===== src/logic/riscv_div_isa_pkg.sv =====
// riscv divide isa package: instruction fields, M-extension encodings, divide op codes
`default_nettype none

package riscv_div_isa_pkg;

  //////////////////////////////
  // instruction fields
  //////////////////////////////
  typedef logic [31:0] instr_t;   // full instruction word
  typedef logic [ 4:0] opcode_t;  // opcode[6:2], low bits always 2'b11
  typedef logic [ 2:0] funct3_t;
  typedef logic [ 6:0] funct7_t;

  //////////////////////////////
  // encodings
  //////////////////////////////
  localparam opcode_t OPC_OP    = 5'b01100;  // register-register ops
  localparam opcode_t OPC_OP_64 = 5'b01110;  // OP-32, word forms (not decoded by the divider)

  localparam funct7_t FUNCT7_MULDIV = 7'b0000001;  // M extension

  // divide group lives in the upper half of funct3
  localparam funct3_t F3_DIV  = 3'b100;
  localparam funct3_t F3_DIVU = 3'b101;
  localparam funct3_t F3_REM  = 3'b110;
  localparam funct3_t F3_REMU = 3'b111;

  // operation code, same order as funct3[1:0]
  typedef enum logic [1:0]
  {
    OP_DIV  = 2'b00,
    OP_DIVU = 2'b01,
    OP_REM  = 2'b10,
    OP_REMU = 2'b11
  } div_op_e;

endpackage

`default_nettype wire


===== src/logic/riscv_div_ctl_pkg.sv =====
// riscv divide control package: fsm states and the per-operation control bundle
`default_nettype none

package riscv_div_ctl_pkg;

  //////////////////////////////
  // fsm states
  //////////////////////////////
  typedef enum logic [1:0]
  {
    ST_CHK = 2'b00,  // idle, check incoming instr
    ST_DIV = 2'b01,  // iterating
    ST_RES = 2'b10   // format and write result
  } div_state_e;

  //////////////////////////////
  // control bundle
  //////////////////////////////
  // captured at acceptance, used once the core is done
  typedef struct packed
  {
    logic is_rem;  // remainder instead of quotient
    logic neg_q;   // quotient sign fix
    logic neg_r;   // remainder sign fix
  } div_ctl_t;

endpackage

`default_nettype wire


===== src/logic/riscv_div_decode.sv =====
// divide decoder: finds div/rem ops, answers special cases, forms magnitudes and sign flags
`default_nettype none

module riscv_div_decode #(
  parameter int XLEN = 32
)
(
  input  wire riscv_div_isa_pkg::instr_t  id_instr,
  input  wire logic [XLEN-1:0]            op_a,
  input  wire logic [XLEN-1:0]            op_b,
  output logic                            is_div,
  output logic                            special,
  output logic [XLEN-1:0]                 special_val,
  output riscv_div_ctl_pkg::div_ctl_t     ctl,
  output logic [XLEN-1:0]                 mag_a,
  output logic [XLEN-1:0]                 mag_b
);

  typedef logic [XLEN-1:0] xword_t;

  localparam xword_t MOST_NEG = {1'b1, {(XLEN-1){1'b0}}};  // -2^(XLEN-1)

  riscv_div_isa_pkg::opcode_t opcode;
  riscv_div_isa_pkg::funct3_t funct3;
  riscv_div_isa_pkg::funct7_t funct7;
  riscv_div_isa_pkg::div_op_e op;
  logic                       f3_ok;     // funct3 is one of the divide group
  logic                       is_signed;
  logic                       div_zero;
  logic                       ovf;

  // field extraction
  assign opcode = id_instr[6:2];
  assign funct3 = id_instr[14:12];
  assign funct7 = id_instr[31:25];

  always_comb
  begin
    op    = riscv_div_isa_pkg::OP_DIV;
    f3_ok = 1'b1;
    case (funct3)
      riscv_div_isa_pkg::F3_DIV:  op = riscv_div_isa_pkg::OP_DIV;
      riscv_div_isa_pkg::F3_DIVU: op = riscv_div_isa_pkg::OP_DIVU;
      riscv_div_isa_pkg::F3_REM:  op = riscv_div_isa_pkg::OP_REM;
      riscv_div_isa_pkg::F3_REMU: op = riscv_div_isa_pkg::OP_REMU;
      default:                    f3_ok = 1'b0;  // mul group
    endcase
  end

  assign is_div = (id_instr[1:0] == 2'b11) && (opcode == riscv_div_isa_pkg::OPC_OP) &&
                  (funct7 == riscv_div_isa_pkg::FUNCT7_MULDIV) && f3_ok;

  assign is_signed = (op == riscv_div_isa_pkg::OP_DIV) || (op == riscv_div_isa_pkg::OP_REM);

  // special cases
  assign div_zero = ~|op_b;
  assign ovf      = is_signed && (op_a == MOST_NEG) && (&op_b);  // -2^(XLEN-1) / -1
  assign special  = is_div && (div_zero || ovf);

  // control flags, sign fix only for signed ops
  assign ctl.is_rem = (op == riscv_div_isa_pkg::OP_REM) || (op == riscv_div_isa_pkg::OP_REMU);
  assign ctl.neg_q  = is_signed && (op_a[XLEN-1] ^ op_b[XLEN-1]);
  assign ctl.neg_r  = is_signed && op_a[XLEN-1];  // remainder follows dividend

  // isa answers
  always_comb
  begin
    if (div_zero)
      special_val = ctl.is_rem ? op_a : '1;     // rem = dividend, quot = all ones
    else
      special_val = ctl.is_rem ? '0 : MOST_NEG;  // overflow
  end

  // magnitudes
  assign mag_a = (is_signed && op_a[XLEN-1]) ? (~op_a + 1'b1) : op_a;
  assign mag_b = (is_signed && op_b[XLEN-1]) ? (~op_b + 1'b1) : op_b;

endmodule

`default_nettype wire


===== src/logic/riscv_div_fsm.sv =====
// divide control fsm: acceptance, step sequencing, stall and bubble strobes
`default_nettype none

module riscv_div_fsm
(
  input  wire  clk,
  input  wire  rstn,
  input  wire  ex_stall,
  input  wire  id_bubble,
  input  wire  is_div,
  input  wire  special,
  input  wire  last,
  output logic start,
  output logic take_special,
  output logic step,
  output logic finish,
  output logic div_stall,
  output logic div_bubble
);

  riscv_div_ctl_pkg::div_state_e state_q;
  logic                          accept;

  //////////////////////////////
  // strobes
  //////////////////////////////
  assign accept = (state_q == riscv_div_ctl_pkg::ST_CHK) && !ex_stall && !id_bubble && is_div;

  assign take_special = accept && special;   // one-cycle answer
  assign start        = accept && !special;  // launch iteration
  assign step         = (state_q == riscv_div_ctl_pkg::ST_DIV);
  assign finish       = (state_q == riscv_div_ctl_pkg::ST_RES);

  //////////////////////////////
  // state and pipeline flags
  //////////////////////////////
  always_ff @(posedge clk or negedge rstn)
  begin
    if (!rstn)
    begin
      state_q    <= riscv_div_ctl_pkg::ST_CHK;
      div_stall  <= 1'b0;
      div_bubble <= 1'b1;
    end
    else
    begin
      div_bubble <= !(take_special || finish);  // low for one cycle per result

      case (state_q)
        riscv_div_ctl_pkg::ST_CHK:
          if (start)
          begin
            state_q   <= riscv_div_ctl_pkg::ST_DIV;
            div_stall <= 1'b1;
          end
        riscv_div_ctl_pkg::ST_DIV:
          if (step && last)
            state_q <= riscv_div_ctl_pkg::ST_RES;  // final step this cycle
        riscv_div_ctl_pkg::ST_RES:
        begin
          state_q   <= riscv_div_ctl_pkg::ST_CHK;
          div_stall <= 1'b0;
        end
        default:
          state_q <= riscv_div_ctl_pkg::ST_CHK;
      endcase
    end
  end

  // stall must never leak into idle
  a_no_stall_idle: assert property (@(posedge clk) disable iff (!rstn)
    (state_q == riscv_div_ctl_pkg::ST_CHK) |-> !div_stall)
    else $error("fsm: stall high while idle");

endmodule

`default_nettype wire


===== src/logic/riscv_div_step_counter.sv =====
// divide step counter: times the XLEN shift-subtract steps
`default_nettype none

module riscv_div_step_counter #(
  parameter int XLEN = 32
)
(
  input  wire  clk,
  input  wire  rstn,
  input  wire  start,
  input  wire  step,
  output logic last
);

  localparam int CNT_W = $clog2(XLEN);

  typedef logic [CNT_W-1:0] cnt_t;

  cnt_t cnt_q;

  always_ff @(posedge clk or negedge rstn)
  begin
    if (!rstn)
      cnt_q <= '0;
    else if (start)
      cnt_q <= cnt_t'(XLEN - 1);  // XLEN steps down to zero
    else if (step)
      cnt_q <= cnt_q - 1'b1;
  end

  assign last = (cnt_q == '0);

  a_start_not_step: assert property (@(posedge clk) disable iff (!rstn) !(start && step))
    else $error("counter: start while stepping");

endmodule

`default_nettype wire


===== src/logic/riscv_div_restoring_core.sv =====
// restoring divide core: partial remainder and quotient shift-subtract datapath
`default_nettype none

module riscv_div_restoring_core #(
  parameter int XLEN = 32
)
(
  input  wire             clk,
  input  wire             rstn,
  input  wire             start,
  input  wire             step,
  input  wire [XLEN-1:0]  mag_a,
  input  wire [XLEN-1:0]  mag_b,
  output logic [XLEN-1:0] quot,
  output logic [XLEN-1:0] rem
);

  typedef logic [XLEN-1:0] xword_t;

  xword_t          p_q;    // partial remainder
  xword_t          a_q;    // dividend in, quotient out
  xword_t          b_q;    // divisor
  logic [XLEN:0]   p_sh;   // remainder after shift, one extra bit
  logic [XLEN+1:0] trial;  // trial subtract, msb is borrow

  //////////////////////////////
  // trial subtract
  //////////////////////////////
  assign p_sh  = {p_q, a_q[XLEN-1]};
  assign trial = {1'b0, p_sh} - {2'b00, b_q};

  // load on start, one shift-subtract per step
  always_ff @(posedge clk)
  begin
    if (start)
    begin
      p_q <= '0;
      a_q <= mag_a;
      b_q <= mag_b;
    end
    else if (step)
    begin
      if (trial[XLEN+1])
      begin
        p_q <= p_sh[XLEN-1:0];           // restore
        a_q <= {a_q[XLEN-2:0], 1'b0};    // q bit 0
      end
      else
      begin
        p_q <= trial[XLEN-1:0];          // keep difference
        a_q <= {a_q[XLEN-2:0], 1'b1};    // q bit 1
      end
    end
  end

  assign quot = a_q;
  assign rem  = p_q;

  // decode must have diverted zero divisors
  a_divisor_nonzero: assert property (@(posedge clk) disable iff (!rstn)
    start |-> (mag_b != '0))
    else $error("core: started with zero divisor");

endmodule

`default_nettype wire


===== src/logic/riscv_div_result.sv =====
// divide result stage: latches control, formats and registers the final value
`default_nettype none

module riscv_div_result #(
  parameter int XLEN = 32
)
(
  input  wire                              clk,
  input  wire                              rstn,
  input  wire                              start,
  input  wire                              take_special,
  input  wire                              finish,
  input  wire riscv_div_ctl_pkg::div_ctl_t ctl,
  input  wire logic [XLEN-1:0]             special_val,
  input  wire logic [XLEN-1:0]             quot,
  input  wire logic [XLEN-1:0]             rem,
  output logic [XLEN-1:0]                  div_r
);

  typedef logic [XLEN-1:0] xword_t;

  riscv_div_ctl_pkg::div_ctl_t ctl_q;
  xword_t                      q_fmt;
  xword_t                      r_fmt;

  // flags held across the iteration
  always_ff @(posedge clk or negedge rstn)
  begin
    if (!rstn)
      ctl_q <= '0;
    else if (start)
      ctl_q <= ctl;
  end

  //////////////////////////////
  // sign fix
  //////////////////////////////
  assign q_fmt = ctl_q.neg_q ? (~quot + 1'b1) : quot;  // truncate toward zero
  assign r_fmt = ctl_q.neg_r ? (~rem + 1'b1) : rem;

  // holds between results
  always_ff @(posedge clk)
  begin
    if (take_special)
      div_r <= special_val;
    else if (finish)
      div_r <= ctl_q.is_rem ? r_fmt : q_fmt;
  end

endmodule

`default_nettype wire


===== src/logic/riscv_div_top.sv =====
// riscv divider top level: bit-serial restoring DIV/DIVU/REM/REMU unit
`default_nettype none

module riscv_div_top #(
  parameter int XLEN = 32
)
(
  input  wire                            clk,
  input  wire                            rstn,
  input  wire                            ex_stall,
  input  wire                            id_bubble,
  input  wire riscv_div_isa_pkg::instr_t id_instr,
  input  wire logic [XLEN-1:0]           op_a,
  input  wire logic [XLEN-1:0]           op_b,
  output logic                           div_stall,
  output logic                           div_bubble,
  output logic [XLEN-1:0]                div_r
);

  // decode outputs
  logic                        is_div;
  logic                        special;
  logic [XLEN-1:0]             special_val;
  riscv_div_ctl_pkg::div_ctl_t ctl;
  logic [XLEN-1:0]             mag_a;
  logic [XLEN-1:0]             mag_b;

  // sequencing
  logic start;
  logic take_special;
  logic step;
  logic finish;
  logic last;

  // core results, unsigned
  logic [XLEN-1:0] quot;
  logic [XLEN-1:0] rem;

  //////////////////////////////
  // instances
  //////////////////////////////
  riscv_div_decode #(.XLEN(XLEN)) u_decode (
    .id_instr    (id_instr),
    .op_a        (op_a),
    .op_b        (op_b),
    .is_div      (is_div),
    .special     (special),
    .special_val (special_val),
    .ctl         (ctl),
    .mag_a       (mag_a),
    .mag_b       (mag_b)
  );

  riscv_div_fsm u_fsm (
    .clk          (clk),
    .rstn         (rstn),
    .ex_stall     (ex_stall),
    .id_bubble    (id_bubble),
    .is_div       (is_div),
    .special      (special),
    .last         (last),
    .start        (start),
    .take_special (take_special),
    .step         (step),
    .finish       (finish),
    .div_stall    (div_stall),
    .div_bubble   (div_bubble)
  );

  riscv_div_step_counter #(.XLEN(XLEN)) u_counter (
    .clk   (clk),
    .rstn  (rstn),
    .start (start),
    .step  (step),
    .last  (last)
  );

  riscv_div_restoring_core #(.XLEN(XLEN)) u_core (
    .clk   (clk),
    .rstn  (rstn),
    .start (start),
    .step  (step),
    .mag_a (mag_a),
    .mag_b (mag_b),
    .quot  (quot),
    .rem   (rem)
  );

  riscv_div_result #(.XLEN(XLEN)) u_result (
    .clk          (clk),
    .rstn         (rstn),
    .start        (start),
    .take_special (take_special),
    .finish       (finish),
    .ctl          (ctl),
    .special_val  (special_val),
    .quot         (quot),
    .rem          (rem),
    .div_r        (div_r)
  );

endmodule

`default_nettype wire


===== config.mk =====
export PLATFORM = sky130hd
export DESIGN_NAME = riscv_div_top
export DESIGN_NICKNAME = d
export VERILOG_FILES = /design/src/logic/riscv_div_isa_pkg.sv /design/src/logic/riscv_div_ctl_pkg.sv /design/src/logic/riscv_div_decode.sv /design/src/logic/riscv_div_fsm.sv /design/src/logic/riscv_div_step_counter.sv /design/src/logic/riscv_div_restoring_core.sv /design/src/logic/riscv_div_result.sv /design/src/logic/riscv_div_top.sv
export SDC_FILE = /design/constraint.sdc
export NUM_CORES = 1
export LEC_CHECK = 0
export BUFFER_PORTS_ARGS = -buffer_cell sky130_fd_sc_hd__buf_2
export CAP_MARGIN = 0
export CORE_MARGIN = 3
export CORE_UTILIZATION = 35
export CTS_CLUSTER_DIAMETER = 30
export DETAILED_ROUTE_END_ITERATION = 10
export PLACE_DENSITY = 0.58
export SKIP_CTS_REPAIR_TIMING = 1
export SLEW_MARGIN = 10
export SYNTH_ARGS = -nofsm -noshare
export SYNTH_HDL_FRONTEND = slang
export SYNTH_SLANG_ARGS = --single-unit

===== constraint.sdc =====
create_clock -name clk -period 4.7 [get_ports clk]
set_input_delay 0.47 -clock clk [delete_from_list [all_inputs] [get_ports clk]]
set_output_delay 0.47 -clock clk [all_outputs]
set_load 0.05 [all_outputs]

### Yosys cells after proc, flatten, opt, wreduce, memory -nomap -nowiden

Index checks and enable logic that the tools add are counted.

* logic and storage cells: 94
* bits in registers: 140
* input bits: 100
* output and inout port bits: 34

* muxes and demuxes: 23
* reductions and logical operators: 35
* add/sub/neg operators: 6
* equality and inequality tests: 14
* bitwise gates (word level): 5

Operator list (number)
* 32-bit two-way mux: 13
* 32-bit by 1-bit adder with 32-bit output, second input constant: 4
* 32-bit NOT: 4
* 33-bit by 32-bit subtractor with 34-bit output: 1
* 32-bit == test, second input constant: 1
* 32-bit AND reduction: 1
* 32-bit OR reduction: 1
* 1-bit logical AND: 15
* 3-bit == test, second input constant: 4
* 5-bit two-way mux: 2
* 2-bit == test, second input constant: 4
* 7-bit by 1-bit == test with 1-bit output, second input constant: 1
* 2-bit case mux with 3 select lines: 1
* 2-bit nonzero test: 3
* 5-bit by 4-bit == test with 1-bit output, second input constant: 1
* 1-bit zero test: 5
* 5-bit zero test: 1
* 5-bit by 1-bit subtractor with 5-bit output, second input constant: 1
* 2-bit zero test: 2
* 1-bit logical OR: 4
* 2-bit two-way mux: 2
* 2-bit != test, second input constant: 2
* 2-bit case mux with 2 select lines: 1
* 2-bit AND reduction: 2
* 5 further kinds: 7

### Longest topological paths before layout

* depth in word-level cells: 12
* depth in mapped cells: 13
* mapped depth without buffers: 12

### Modules after synthesis

Synthesis repeated with hierarchy kept, for this count alone.

* cells, all modules: 1220
* area, all modules: 11119.4 µm²

By module, submodules not included
* riscv_div_restoring_core: instances 1, sequential area each 2562.5 µm², cells an instance 556, area an instance 5591.6 µm²
* riscv_div_result: instances 1, sequential area each 1036.0 µm², cells an instance 355, area an instance 3181.8 µm²
* riscv_div_decode: instances 1, sequential area each 0.0 µm², cells an instance 267, area an instance 1880.6 µm²
* riscv_div_step_counter: instances 1, sequential area each 125.1 µm², cells an instance 25, area an instance 282.8 µm²
* riscv_div_fsm: instances 1, sequential area each 101.3 µm², cells an instance 17, area an instance 182.7 µm²

### Least setup slack after synthesis

No wires, ideal clock.

* kind: input port to flip-flop
* from: in op_b[0]
* to: reg u_core.a_q[0] (netlist: u_core.quot[0]) (enable)
* path buffers: 0
* arrival time: 3.861 ns
* setup slack: 0.452 ns
* setup time: 0.387 ns
* cell stages on the path: 10
* required time: 4.313 ns
* cells stage by stage: inv_1 > ha_1 > nor3b_1 > and3_1 > nand3_1 > nor3b_1 > o21bai_1 > nor2_1 > nor2_2 > inv_1

* word-level cells in the longest chain between the ends: 7
* elaborated cells on any way between the ends: 9
* those cells by class: reduce/logical: 9

RTL lines
* start: declaration: RTL line riscv_div_top.sv:14 `input wire logic [XLEN-1:0] op_b,`
* 32-bit OR reduction / 32-bit AND reduction (equally long branches): RTL line riscv_div_decode.sv:56, riscv_div_decode.sv:57
* 1-bit zero test / 1-bit logical AND (equally long branches): RTL line riscv_div_decode.sv:56, riscv_div_decode.sv:57
* 1-bit logical OR *: RTL line riscv_div_decode.sv:58 `assign special = is_div && (div_zero || ovf);`
* 1-bit logical AND *: RTL line riscv_div_decode.sv:58
* 1-bit zero test *: RTL line riscv_div_fsm.sv:30 `assign start = accept && !special;`
* 1-bit logical AND *: RTL line riscv_div_fsm.sv:30
* via start: RTL line riscv_div_top.sv:29 `logic start;`
* 2-bit nonzero test (no source line) *
* end signal: assignment: RTL line riscv_div_restoring_core.sv:38 `a_q <= mag_a;`
* end signal: assignment: RTL line riscv_div_restoring_core.sv:46 `a_q <= {a_q[XLEN-2:0], 1'b0};`
* end signal: assignment: RTL line riscv_div_restoring_core.sv:51 `a_q <= {a_q[XLEN-2:0], 1'b1};`
* end: declaration: RTL line riscv_div_restoring_core.sv:21 `xword_t a_q;`

Mark *: on every way through the listed nets, which the timed path passes. The rest lies on a longest branch.
A chain may end at the register's enable or synchronous reset.

### Worst setup path after layout

* from: reg u_core.b_q[1]
* to: reg u_core.p_q[4] (netlist: u_core.rem[4])

* word-level cells in the longest chain between the ends: 2

RTL lines
* start: declaration: RTL line riscv_div_restoring_core.sv:22 `xword_t b_q;`
* start signal: assignment: RTL line riscv_div_restoring_core.sv:39 `b_q <= mag_b;`
* 33-bit by 32-bit subtractor with 34-bit output: RTL line riscv_div_restoring_core.sv:30 `assign trial = {1'b0, p_sh} - {2'b00, b_q};`
* 32-bit two-way mux: RTL line riscv_div_restoring_core.sv:43 `if (trial[XLEN+1])`
* end signal: assignment: RTL line riscv_div_restoring_core.sv:45 `p_q <= p_sh[XLEN-1:0];`
* end signal: assignment: RTL line riscv_div_restoring_core.sv:50 `p_q <= trial[XLEN-1:0];`
* end: declaration: RTL line riscv_div_restoring_core.sv:20 `xword_t p_q;`

Every way passes these cells.

==> results_dict.tcl <==
set metrics [dict create \
    drv_slew 0 \
    powerDensity_nw_per_um2 432 \
    power_frac_clock 0.266 \
    cp-start-kind "flop" \
    period_needed_ns 3.65 \
    synth_top_family_by_area "compound AO/OA/AOI/OAI gates" \
    clkTransAtPathRegs_ns 0.06 \
    vias 9025 \
    ioPinCount 134 \
    drt-initial-drc-count 830 \
    slew_headroom 0.278 \
    avgSynthCellArea_um2 8.66 \
    met1_usage 0.257 \
    fin_crit_sh 0.776 \
    path_cells "inv_1 > ha_1 > nor2b_1 > o31a_1 > o211ai_1 > a21oi_1 > nor2_1 > o41ai_2 > a31oi_4 > buf_4 > mux2i_1 > o21ai_0" \
    die_x_um 178 \
    min_path_type "in2reg" \
    yosys.area.top_type "edfxtp_1" \
    grt_use_total 0.179 \
    cts_buffers 17 \
    cp_top_family "compound AO/OA/AOI/OAI gates" \
    drive_gt1_frac 0.143 \
    gp_congestion 0.894 \
    cp-end-kind "flop" \
    synthMuxAreaShare 0.0262 \
    critPathKind "reg2reg" \
    multi_input_area_um2 6050 \
    min_delay_path_depth 1 \
    synthToLayoutAreaGrowth_pct 15.4 \
    post_drt_wl_per_cell_um 16.5 \
    drt_first_pass_iters 5 \
    instances_no_fill 1687 \
    synth_xor_xnor_area_share 0.125 \
    syn_nets 1333 \
    min_from "op_b[0]" \
    antenna_found_initial 1 \
    netlist_instances 1193 \
    register_area_um2 3830 \
    r2r_slack_ns 1.05 \
    rows 62 \
    grt-ovfl-total 0 \
    clk_path_buf_depth 2 \
    crit_buf_inv 2 \
    synth_edf_count 96 \
    required_ns 4.99 \
    routed_wl_um 27900 \
    cts_tree "yes" \
    port-buffer-count 118 \
    critical-path-slowest-cell "a31oi_4" \
    r2r_cells 12 \
    setup_viol 0 \
    diodes 0 \
    finalHoldViolCount 0 \
    vias_per_cell 5.35 \
    synthFlopType "edfxtp_1" \
    dp_hpwl_um 20900 \
    cp_max_fo 26 \
    use_met2 0.279 \
    async_flop_share 0.0857 \
    clock_sinks 140 \
    synthSimpleGateAreaFrac 0.186 \
    synth_top_cell_area_share 0.279 \
    fp.dieArea_um2 31600 \
    power_frac_comb 0.391 \
    busiest_layer "met2" \
    timing.fmax_ghz 0.274 \
    seq_area_frac_synth 0.370 \
    synth_compound_area_frac 0.197 \
    grt_pass1_vias 8519 \
    ant_nets 0 \
    synth_cell_types 69 \
    cp.arrival_ns 3.94 \
    drv_cap 0 \
    synthTopCellsByArea "edfxtp_1, xnor2_1, xor2_1, dfxtp_1, o21ai_0" \
    status "finished clean" \
    grt_use_met3 0.0319 \
    netlist_area_um2 10300 \
    drc 0 \
    cts_max_level 4 \
    crit_path_max_incr_delay_ns 0.80 \
    synth_fa_ha_area_frac 0.0492 \
    yosys_register_bits 140 \
    p_leak_nw 4.65 \
    r2r_start "u_core.b_q[1]" \
    cts_root_buf "clkbuf_16" \
    tightest_slew_ns 1.08 \
    setup_tns_ns 0 \
    power.switching_mw 1.95 \
    netSwitchingFraction 0.378 \
    grt_max_degree 65 \
    start_util 0.358 \
    clk_latency_ns 0.43 \
    hold_path_end "u_core.b_q[0]" \
    startpoint "u_core.b_q[1]" \
    fillerInstances 2943 \
    fin_skew_ns 0.00931 \
    timing.rr.end "u_core.rem[4]" \
    ir_drop_mv 0.268 \
    nets 1430 \
    grt_pass1_wl_um 44700 \
    core_area_um2 28900 \
    p_int_mw 3.20 \
    yosys_warnings 0 \
    pwr-share-seq 0.343 \
    die_y_um 178 \
    rsz0062_at_grt "false" \
    placedCellCount 1654 \
]
==> layer usage <==
layer | vias up | wire, um
li1 | 4525 | -
met1 | 4195 | 13300
met2 | 280 | 12400
met3 | 25 | 1830
met4 | 0 | 314
met5 | - | 0
==> synthesized netlist by cell type, drive strengths merged, types with 15 or more instances <==
cell type / number
o31ai: 24
mux2i: 27
o41ai: 17
nand2: 119
nand2b: 16
or4: 15
o22ai: 23
nor3: 15
inv: 55
clkbuf: 42
ha: 39
o21ai: 129
a21oi: 66
nand3: 42
edfxtp: 96
nand4: 16
xnor2: 74
dfxtp: 32
nor2: 101
xor2: 74
buf: 17
==> through the flow <==
step	util	power, mW	hold WS [ns]	cell area (um^2)	setup WS, ns
finish	0.413	5.15	0.277	11900	1.05
CTS	0.413	5.16	-0.0759	11900	1.05
global route	0.413	5.51	0.265	11900	0.752
floorplan	-	3.26	0.174	10300	0.452
global placement	0.393	3.75	0.377	11300	1.05
detailed placement	0.393	3.78	0.382	11300	1.03
==> cell type report <==
type | instances | area share
multi-input cells | 939 | 0.508
flip-flops and latches | 140 | 0.321
repair buffers | 137 | 0.0649
well taps | 384 | 0.0403
clock buffers | 19 | 0.0363
inverters | 55 | 0.0173
clock inverters | 13 | 0.0126
==> worst max path at each step <==
stage / endpoint / depth (start not counted) / slack (ns)
2_1_floorplan: u_core.quot[0] / 10 / 0.45
3_3_place_gp: u_result.div_r[0] / 10 / 1.05
3_5_place_dp: u_result.div_r[0] / 10 / 1.03
4_1_cts: u_core.rem[4] / 12 / 1.05
5_1_grt: u_core.rem[8] / 10 / 0.75
6_report: u_core.rem[4] / 12 / 1.05
==> cells in the final DEF, fill, tap and decap left out, types with 13 or more instances in the layout <==
cell type	netlist	layout
nor4_1	13	13
edfxtp_1	96	96
dfxtp_1	32	32
o41ai_1	16	16
o31ai_1	23	23
a21oi_1	66	66
mux2i_1	27	27
o22ai_1	23	23
inv_1	55	55
nand2_1	119	119
o21ai_0	126	126
or4_1	13	13
buf_4	5	15
nand4_1	16	16
nand3_1	42	42
nor3_1	15	15
nand2b_1	16	16
ha_1	39	39
buf_2	10	118
a21o_1	14	14
xor2_1	74	74
xnor2_1	74	74
nor2_1	100	99
clkbuf_16	0	17
==> power groups by stage <==
stage,registers (mW),clock network [mW],logic (mW)
floorplan,1.68,0,1.59
global placement,1.78,0,1.97
detailed placement,1.79,0,1.99
CTS,1.76,1.39,2.01
global route,1.80,1.44,2.27
finish,1.76,1.37,2.01
==> registers in the layout (all words and copies together) (netlist names) <==
name,cells
u_core.b_q,32
u_core.quot,32
u_core.rem,32
u_counter.cnt_q,5
u_fsm.div_bubble,1
u_fsm.div_stall,1
u_fsm.state_q,2
u_result.ctl_q,3
u_result.div_r,32
==> cells by family (layout without fill, tap and decap cells) <==
kind of cell | after synthesis | count (layout)
and+or+nand+nor | 394 | 394
adders and majority gates | 40 | 40
DFF | 140 | 140
muxes | 27 | 27
AOI/OAI and AO/OA | 330 | 330
buffers and inverters | 114 | 224
xor gates and xnor gates | 148 | 148
(Power assumes the default switching activity.)
